File: src/hw/decodePkg.sv
/* Shared types and constants for the RV32I decode stage.
   Imported by every decode module and by the testbench for encoding words. */
package decodePkg;

    localparam int instWidth = 32;
    localparam int addrWidth = 32;
    localparam int dataWidth = 32;
    localparam int nameWidth = 5;

    // instruction field positions.
    localparam int opcodeLsb   = 0;
    localparam int opcodeWidth = 7;
    localparam int rdLsb       = 7;
    localparam int funct3Lsb   = 12;
    localparam int funct3Width = 3;
    localparam int rs1Lsb      = 15;
    localparam int rs2Lsb      = 20;
    localparam int funct7Lsb   = 25;
    localparam int funct7Width = 7;

    typedef logic [instWidth-1:0] instT;
    typedef logic [addrWidth-1:0] addrT;
    typedef logic [dataWidth-1:0] dataT;
    typedef logic [nameWidth-1:0] regNameT;

    localparam regNameT nameFree = '0; // x0.

    // class value is the raw major opcode.
    typedef enum logic [opcodeWidth-1:0] {
        classNop    = 7'b0000000,
        classLoad   = 7'b0000011,
        classRegImm = 7'b0010011,
        classAuipc  = 7'b0010111,
        classStore  = 7'b0100011,
        classRegReg = 7'b0110011,
        classLui    = 7'b0110111,
        classBranch = 7'b1100011,
        classJalr   = 7'b1100111,
        classJal    = 7'b1101111
    } opClassT;

    typedef enum logic [5:0] {
        opNop, opLui, opAuipc, opJal, opJalr,
        opBeq, opBne, opBlt, opBge, opBltu, opBgeu,
        opLb, opLh, opLw, opLbu, opLhu,
        opSb, opSh, opSw,
        opAdd, opSub, opSll, opSlt, opSltu, opXor, opSrl, opSra, opOr, opAnd
    } opCodeT;

    localparam logic [funct3Width-1:0] funct3Jalr   = 3'b000;
    localparam logic [funct3Width-1:0] funct3Beq    = 3'b000;
    localparam logic [funct3Width-1:0] funct3Bne    = 3'b001;
    localparam logic [funct3Width-1:0] funct3Blt    = 3'b100;
    localparam logic [funct3Width-1:0] funct3Bge    = 3'b101;
    localparam logic [funct3Width-1:0] funct3Bltu   = 3'b110;
    localparam logic [funct3Width-1:0] funct3Bgeu   = 3'b111;
    localparam logic [funct3Width-1:0] funct3Byte   = 3'b000; // lb, sb.
    localparam logic [funct3Width-1:0] funct3Half   = 3'b001; // lh, sh.
    localparam logic [funct3Width-1:0] funct3Word   = 3'b010; // lw, sw.
    localparam logic [funct3Width-1:0] funct3ByteU  = 3'b100;
    localparam logic [funct3Width-1:0] funct3HalfU  = 3'b101;
    localparam logic [funct3Width-1:0] funct3AddSub = 3'b000;
    localparam logic [funct3Width-1:0] funct3Sll    = 3'b001;
    localparam logic [funct3Width-1:0] funct3Slt    = 3'b010;
    localparam logic [funct3Width-1:0] funct3Sltu   = 3'b011;
    localparam logic [funct3Width-1:0] funct3Xor    = 3'b100;
    localparam logic [funct3Width-1:0] funct3SrlSra = 3'b101;
    localparam logic [funct3Width-1:0] funct3Or     = 3'b110;
    localparam logic [funct3Width-1:0] funct3And    = 3'b111;

    localparam logic [funct7Width-1:0] funct7Base = 7'b0000000;
    localparam logic [funct7Width-1:0] funct7Alt  = 7'b0100000; // sub, sra.

    typedef struct packed {
        opClassT opClass;
        opCodeT  opCode;
        logic    illegal;
    } opDecodeT;

    typedef struct packed {
        dataT immI;
        dataT immS;
        dataT immB;
        dataT immU;
        dataT immJ;
    } immSetT;

    typedef struct packed {
        logic    valid;
        logic    illegal;
        opClassT opClass;
        opCodeT  opCode;
        regNameT rs1;
        regNameT rs2;
        regNameT rd;
        addrT    pc;
        dataT    imm;
    } decodedInstT;

    localparam decodedInstT decodedIdle = '{
        valid: 1'b0, illegal: 1'b0, opClass: classNop, opCode: opNop,
        rs1: nameFree, rs2: nameFree, rd: nameFree, pc: '0, imm: '0
    };

endpackage
File: src/hw/decodeUnit.sv
/* Top of the decode stage: opcode decoder and immediate generator
   in parallel, feeding the registered record builder. */
module decodeUnit (
    input  logic                   clk,
    input  logic                   reset,
    input  logic                   decEn,
    input  decodePkg::addrT        instPc,
    input  decodePkg::instT        inst,
    output decodePkg::decodedInstT decoded
);
    import decodePkg::*;

    opDecodeT opDec;
    immSetT   immSet;

    opDecoder i_opDecoder (
        .inst  (inst),
        .opDec (opDec)
    );

    immGen i_immGen (
        .inst   (inst),
        .immSet (immSet)
    );

    decodeRecord i_decodeRecord (
        .clk     (clk),
        .reset   (reset),
        .decEn   (decEn),
        .instPc  (instPc),
        .inst    (inst),
        .opDec   (opDec),
        .immSet  (immSet),
        .decoded (decoded)
    );

endmodule

File: src/hw/decodeRecord.sv
/* Record builder and output register of the decode stage.
   Selects the immediate, frees unused register names, registers the record. */
module decodeRecord (
    input  logic                   clk,
    input  logic                   reset,
    input  logic                   decEn,
    input  decodePkg::addrT        instPc,
    input  decodePkg::instT        inst,
    input  decodePkg::opDecodeT    opDec,
    input  decodePkg::immSetT      immSet,
    output decodePkg::decodedInstT decoded
);
    import decodePkg::*;

    logic useRs1;
    logic useRs2;
    logic useRd;
    dataT immSel;
    decodedInstT nextRec;

    always_comb begin
        useRs1 = 1'b0;
        useRs2 = 1'b0;
        useRd  = 1'b0;
        immSel = '0;
        case (opDec.opClass)
            classLui, classAuipc: begin
                immSel = immSet.immU;
                useRd  = 1'b1;
            end
            classJal: begin
                immSel = immSet.immJ;
                useRd  = 1'b1;
            end
            classJalr, classLoad, classRegImm: begin
                immSel = immSet.immI;
                useRs1 = 1'b1;
                useRd  = 1'b1;
            end
            classBranch: begin
                immSel = immSet.immB;
                useRs1 = 1'b1;
                useRs2 = 1'b1;
            end
            classStore: begin
                immSel = immSet.immS;
                useRs1 = 1'b1;
                useRs2 = 1'b1;
            end
            classRegReg: begin
                useRs1 = 1'b1;
                useRs2 = 1'b1;
                useRd  = 1'b1;
            end
            default: ;
        endcase
        if (opDec.illegal) begin
            useRs1 = 1'b0;
            useRs2 = 1'b0;
            useRd  = 1'b0;
            immSel = '0;
        end
    end

    always_comb begin
        nextRec.valid   = 1'b1;
        nextRec.illegal = opDec.illegal;
        nextRec.opClass = opDec.opClass;
        nextRec.opCode  = opDec.opCode;
        nextRec.rs1     = useRs1 ? inst[rs1Lsb +: nameWidth] : nameFree;
        nextRec.rs2     = useRs2 ? inst[rs2Lsb +: nameWidth] : nameFree;
        nextRec.rd      = useRd ? inst[rdLsb +: nameWidth] : nameFree;
        nextRec.pc      = instPc;
        nextRec.imm     = immSel;
    end

    always_ff @(posedge clk) begin
        if (reset || !decEn) decoded <= decodedIdle; // idle bubble.
        else decoded <= nextRec;
    end

endmodule

File: src/hw/immGen.sv
/* Builds every RV32I immediate format from one instruction word.
   The record builder picks the one that matches the class. */
module immGen (
    input  decodePkg::instT   inst,
    output decodePkg::immSetT immSet
);
    import decodePkg::*;

    // sign fill widths per format.
    localparam int fillI = dataWidth - 12;
    localparam int fillB = dataWidth - 13;
    localparam int fillJ = dataWidth - 21;

    dataT immI;
    dataT immS;
    dataT immB;
    dataT immU;
    dataT immJ;

    assign immI = {{fillI{inst[31]}}, inst[31:20]};
    assign immS = {{fillI{inst[31]}}, inst[31:25], inst[11:7]};

    // branch offset, bit 0 always zero.
    assign immB = {
        {fillB{inst[31]}},
        inst[31],
        inst[7],
        inst[30:25],
        inst[11:8],
        1'b0
    };

    assign immU = {inst[31:12], 12'b0};

    assign immJ = {
        {fillJ{inst[31]}},
        inst[31],
        inst[19:12],
        inst[20],
        inst[30:21],
        1'b0
    };

    assign immSet.immI = immI;
    assign immSet.immS = immS;
    assign immSet.immB = immB;
    assign immSet.immU = immU;
    assign immSet.immJ = immJ;

endmodule

File: src/hw/opDecoder.sv
/* Combinational opcode decoder.
   Maps opcode, funct3 and funct7 to class, operation and an illegal flag. */
module opDecoder (
    input  decodePkg::instT     inst,
    output decodePkg::opDecodeT opDec
);
    import decodePkg::*;

    logic [opcodeWidth-1:0] opcode;
    logic [funct3Width-1:0] funct3;
    logic [funct7Width-1:0] funct7;

    assign opcode = inst[opcodeLsb +: opcodeWidth];
    assign funct3 = inst[funct3Lsb +: funct3Width];
    assign funct7 = inst[funct7Lsb +: funct7Width];

    always_comb begin
        opDec.opClass = classNop;
        opDec.opCode  = opNop;
        opDec.illegal = 1'b0;
        case (opcode)
            classLui: begin
                opDec.opClass = classLui;
                opDec.opCode  = opLui;
            end
            classAuipc: begin
                opDec.opClass = classAuipc;
                opDec.opCode  = opAuipc;
            end
            classJal: begin
                opDec.opClass = classJal;
                opDec.opCode  = opJal;
            end
            classJalr: begin
                opDec.opClass = classJalr;
                if (funct3 == funct3Jalr) opDec.opCode = opJalr;
                else opDec.illegal = 1'b1;
            end
            classBranch: begin
                opDec.opClass = classBranch;
                case (funct3)
                    funct3Beq:  opDec.opCode = opBeq;
                    funct3Bne:  opDec.opCode = opBne;
                    funct3Blt:  opDec.opCode = opBlt;
                    funct3Bge:  opDec.opCode = opBge;
                    funct3Bltu: opDec.opCode = opBltu;
                    funct3Bgeu: opDec.opCode = opBgeu;
                    default:    opDec.illegal = 1'b1;
                endcase
            end
            classLoad: begin
                opDec.opClass = classLoad;
                case (funct3)
                    funct3Byte:  opDec.opCode = opLb;
                    funct3Half:  opDec.opCode = opLh;
                    funct3Word:  opDec.opCode = opLw;
                    funct3ByteU: opDec.opCode = opLbu;
                    funct3HalfU: opDec.opCode = opLhu;
                    default:     opDec.illegal = 1'b1;
                endcase
            end
            classStore: begin
                opDec.opClass = classStore;
                case (funct3)
                    funct3Byte: opDec.opCode = opSb;
                    funct3Half: opDec.opCode = opSh;
                    funct3Word: opDec.opCode = opSw;
                    default:    opDec.illegal = 1'b1;
                endcase
            end
            classRegImm: begin
                opDec.opClass = classRegImm;
                case (funct3)
                    funct3AddSub: opDec.opCode = opAdd; // addi only.
                    funct3Sll: begin
                        if (funct7 == funct7Base) opDec.opCode = opSll;
                        else opDec.illegal = 1'b1;
                    end
                    funct3Slt:  opDec.opCode = opSlt;
                    funct3Sltu: opDec.opCode = opSltu;
                    funct3Xor:  opDec.opCode = opXor;
                    funct3SrlSra: begin
                        if (funct7 == funct7Base) opDec.opCode = opSrl;
                        else if (funct7 == funct7Alt) opDec.opCode = opSra;
                        else opDec.illegal = 1'b1;
                    end
                    funct3Or:  opDec.opCode = opOr;
                    default:   opDec.opCode = opAnd; // funct3And.
                endcase
            end
            classRegReg: begin
                opDec.opClass = classRegReg;
                case (funct3)
                    funct3AddSub: begin
                        if (funct7 == funct7Base) opDec.opCode = opAdd;
                        else if (funct7 == funct7Alt) opDec.opCode = opSub;
                        else opDec.illegal = 1'b1;
                    end
                    funct3Sll: begin
                        if (funct7 == funct7Base) opDec.opCode = opSll;
                        else opDec.illegal = 1'b1;
                    end
                    funct3Slt:  opDec.opCode = opSlt;
                    funct3Sltu: opDec.opCode = opSltu;
                    funct3Xor:  opDec.opCode = opXor;
                    funct3SrlSra: begin
                        if (funct7 == funct7Base) opDec.opCode = opSrl;
                        else if (funct7 == funct7Alt) opDec.opCode = opSra;
                        else opDec.illegal = 1'b1;
                    end
                    funct3Or:  opDec.opCode = opOr;
                    default:   opDec.opCode = opAnd; // funct3And.
                endcase
            end
            default: opDec.illegal = 1'b1; // unknown opcode.
        endcase
    end

endmodule

File: config.mk
export PLATFORM = sky130hd
export DESIGN_NAME = decodeUnit
export DESIGN_NICKNAME = d
export VERILOG_FILES = /design/src/hw/decodePkg.sv /design/src/hw/decodeUnit.sv /design/src/hw/decodeRecord.sv /design/src/hw/immGen.sv /design/src/hw/opDecoder.sv
export SDC_FILE = /design/constraint.sdc
export NUM_CORES = 1
export LEC_CHECK = 0
export BUFFER_PORTS_ARGS = -buffer_cell sky130_fd_sc_hd__clkbuf_2
export CORE_MARGIN = 2
export CORE_UTILIZATION = 35
export DETAILED_ROUTE_END_ITERATION = 8
export PLACE_DENSITY = 0.65
export SETUP_SLACK_MARGIN = 0.02
export SLEW_MARGIN = 20
export SYNTH_ARGS = -nofsm -noshare
export SYNTH_HDL_FRONTEND = slang
export SYNTH_SLANG_ARGS = --single-unit
File: constraint.sdc
create_clock -name clk -period 3.55 [get_ports clk]
set_clock_uncertainty 0.2 [all_clocks]
set_input_delay 0.355 -clock clk [delete_from_list [all_inputs] [get_ports clk]]
set_output_delay 0.355 -clock clk [all_outputs]
set_load 0.05 [all_outputs]
==> results.txt <==
----------------------------------------------------
[Outcome]
  Outcome ... completed

[Global route]
  Vias in the first global route ... between 3000 and 4000
  GR Util All Layers ... 18.9%
  Largest net degree at the start of global routing ... 35
  M2 GR Usage ... 30.4%
  Global route overflow ... 0
  Most Crowded Layer GR ... met2
  First-pass GRT wire length ... roughly 16000 µm
  Antenna violations before repair ... 0
  Met3 Resource Use GR ... 4.82%
  Met1 track demand over resource ... approximately 24%

[CTS]
  Number of buffers created by CTS ... 9
  Buffers inserted during post-CTS setup optimization ... 0
  Maximum level of the CTS H-tree ... 3
  Clock transition at the registers of the reported paths ... 0.10 ns
  Clock Sink Count ... 92
  Number of buffers on the longest clock path ... 2
  Clock tree from TritonCTS ... yes
  Clock root buffer ... sky130_fd_sc_hd__clkbuf_8

[STA]
  Final critical-path setup slack ... ~1.2 ns
  Worst slew margin relative to its limit ... 37.4%
  Setup repair after global routing missed its margin ... no
  Number of endpoints with negative hold slack in the final report ... 0
  Final-report max-slew violation count ... 0
  Final Cycle Share ... 66.8%
  Worst-margin pin slew ... about 0.93 ns
  Final critical-path required period ... 2.37 ns
  TNS Setup ... 0 ns
  Highest achievable clock rate ... 422 MHz
  Setup-failing EPs final ... 0

[Synthesis]
  Most common flop cell mapped by yosys ... sky130_fd_sc_hd__dfxtp_1
  Count of synthesis-stage warnings from yosys ... 0
  Synth area leaders ... sky130_fd_sc_hd__dfxtp_1 52%, sky130_fd_sc_hd__and2_1 6.8%, sky130_fd_sc_hd__a21oi_1 3.3%
  Library cell with the largest summed area after synthesis ... sky130_fd_sc_hd__dfxtp_1
  Portion of synthesized cell area occupied by the leading cell type ... 52.4%
  Synthesized area divided by synthesized cell count ... 9.61 µm²
  #FFs+latches synth ... 92
  Post-synthesis async set-or-reset flop share ... 0%
  Net count after synthesis ... roughly 430
  Cell area after synthesis ... 3520 µm²
  Number of flops mapped to enable cells by yosys ... 0
  Number of distinct standard cells referenced by the synthesized netlist ... between 50 and 60
  Post-synthesis cell count ... between 300 and 400
  Sequential fraction of the synthesis area ... 52.4%

[Place]
  Worst setup slack before clock tree synthesis ... 0.797 ns
  Routability cong. ... 0.856
  Number of buffers added on ports ... 159
  Final HPWL DP ... 7290 µm
  Number of cells after detailed placement ... 640

[Finish]
  Max FFs per register ... 92
  Net total in the final layout ... 618
  Layout filler cell count ... 948
  Biggest registers after layout ... i_decodeRecord.decoded x92
  Share of post-route cells with drive strength above 1 ... 37.9%
  Non-Filler Instances ... 689
  Growth of design area from synthesis to finish ... 39.0%
  Most flops, register ... i_decodeRecord.decoded
  Antenna cells ... 0

[Drt]
  DR WL/cell ... 14.9 µm
  Detailed Route WL ... 10300 µm
  Number of optimization iterations in the first detailed-route pass ... 6
  Remaining antenna violation count ... 0
  Detailed router's first-iteration violation count ... 314
  Via count of the routed design ... around 3300
  Per-cell via count in the routed design ... 4.85
  Post-detailed-route DRC marker count ... 0

[Critical path]
  Path type of the worst setup path ... in2reg
  Arrival time of data at the critical path endpoint ... 2.41 ns
  Critical path startpoint category ... primary input
  Slowest cell on the critical path ... sky130_fd_sc_hd__o41ai_4
  Worst-path cell chain ... clkbuf_2 -> nand4bb_1 -> nor2_1 -> buf_4 -> o41ai_4 -> inv_2 -> nand3_4 -> a211oi_1
  Req. time, crit path ... 3.58 ns
  CP peak stage delay ... 0.62 ns
  Sum of buffers and inverters on the critical path ... 3
  Cell family with the largest share of critical-path delay ... simple AND/OR/NAND/NOR gates
  Peak fanout along the critical path ... 22
  Type of destination of the critical path ... flip-flop

[Floorplan]
  Full die area ... 10900 µm²
  Core footprint ... about 9800 µm²
  Die Y ... 104 µm
  Floorplan die width ... 104 µm
  IO Count ... 161
  Number of placement rows ... 36
  Starting density of the core ... 36.0%

[Power and ir drop]
  PD cells ... a little over 400 nW/µm²
  Maximum resistive drop on vdd ... about 0.19 mV
  Total leakage power ... ~2.2 nW

[Flow run]
  Max-Cap Viols ... 0

[Worst hold path]
  Type of the most critical hold path ... in2reg

----------------------------------------------------
## worst min-delay path: stages
cell	delay, ns
sky130_fd_sc_hd__clkbuf_2	0.09
sky130_fd_sc_hd__inv_1	0.06
sky130_fd_sc_hd__nor3_2	0.04
## synthesized netlist by cell type (all sizes together), types with 3 or more instances
library cell  count
nor4              3
and2             38
a21oi            34
inv              10
nand3             5
or3               4
a22oi             6
nand2b            7
nand3b            3
a31oi             5
clkbuf           10
o21a              3
and3             15
nor3             13
o21ai            11
nand2            26
dfxtp            92
buf              12
nor2             36
## power breakdown
group	internal, mW	leakage [nW]	switching, mW	total [mW]
combinational	0.0926	1.38	0.165	0.258
clock	0.285	0.0923	0.388	0.674
sequential	1.05	0.747	0.00445	1.05
## final timing paths
path	slack [ns]	from	cells past startpoint	end
max	1.18	inst[2]	8	i_decodeRecord.decoded[31]$_SDFF_PP0_
min	0.02	inst[17]	3	i_decodeRecord.decoded[76]$_SDFF_PP0_
## per-layer routing
layer	vias to the layer above	share of wire, %
met3	20	6.9
met1	1533	43
met5	-	0
met4	0	2.2
li1	1630	-
met2	157	48
## metrics by stage
| stage | util [%] | hold slack (ns) | cell area (µm²) | power [mW] |
|---|---|---|---|---|
| 2_1_floorplan | - | 0.275 | 3520 | 1.22 |
| 3_3_place_gp | 44.6 | 0.355 | 4360 | 1.30 |
| 3_5_place_dp | 44.6 | 0.358 | 4360 | 1.30 |
| 4_1_cts | 50.0 | 0.00574 | 4890 | 2.00 |
| 5_1_grt | 50.0 | 0.00352 | 4890 | 2.07 |
| 6_report | 50.0 | 0.0155 | 4890 | 1.98 |
## layout by cell type (no fill, tap or decap), types with 11 or more instances in the layout
| cell type | count |
|---|---|
| sky130_fd_sc_hd__a21oi_1 | 23 |
| sky130_fd_sc_hd__a21oi_2 | 11 |
| sky130_fd_sc_hd__and3_1 | 15 |
| sky130_fd_sc_hd__nor2_1 | 29 |
| sky130_fd_sc_hd__dfxtp_1 | 92 |
| sky130_fd_sc_hd__dlygate4sd3_1 | 33 |
| sky130_fd_sc_hd__clkbuf_2 | 159 |
| sky130_fd_sc_hd__and2_1 | 38 |
| sky130_fd_sc_hd__nand2_1 | 26 |
## final cells by class
type	count	area, µm²	area share, %
well taps	133	166	3.41
clock buffers	10	138	2.82
flip-flops and latches	92	1840	37.7
clock inverters	6	57.6	1.18
multi-input cells	242	1490	30.5
inverters	10	37.5	0.768
repair buffers	196	1160	23.7
## cell families after synthesis
family          Yosys count  share of synthesized area, %
compound gates           80                          16.1
buf+inv                  32                          5.23
flops                    92                          52.4
mux                       1                         0.285
other cells               1                         0.107
simple gates            160                          25.9
## what timing repair did
item	4_1_cts	5_1_grt
hold endpoints to repair	33	0
hold buffers	33	0
resized for setup	0	0
(Power assumes the default switching activity.)
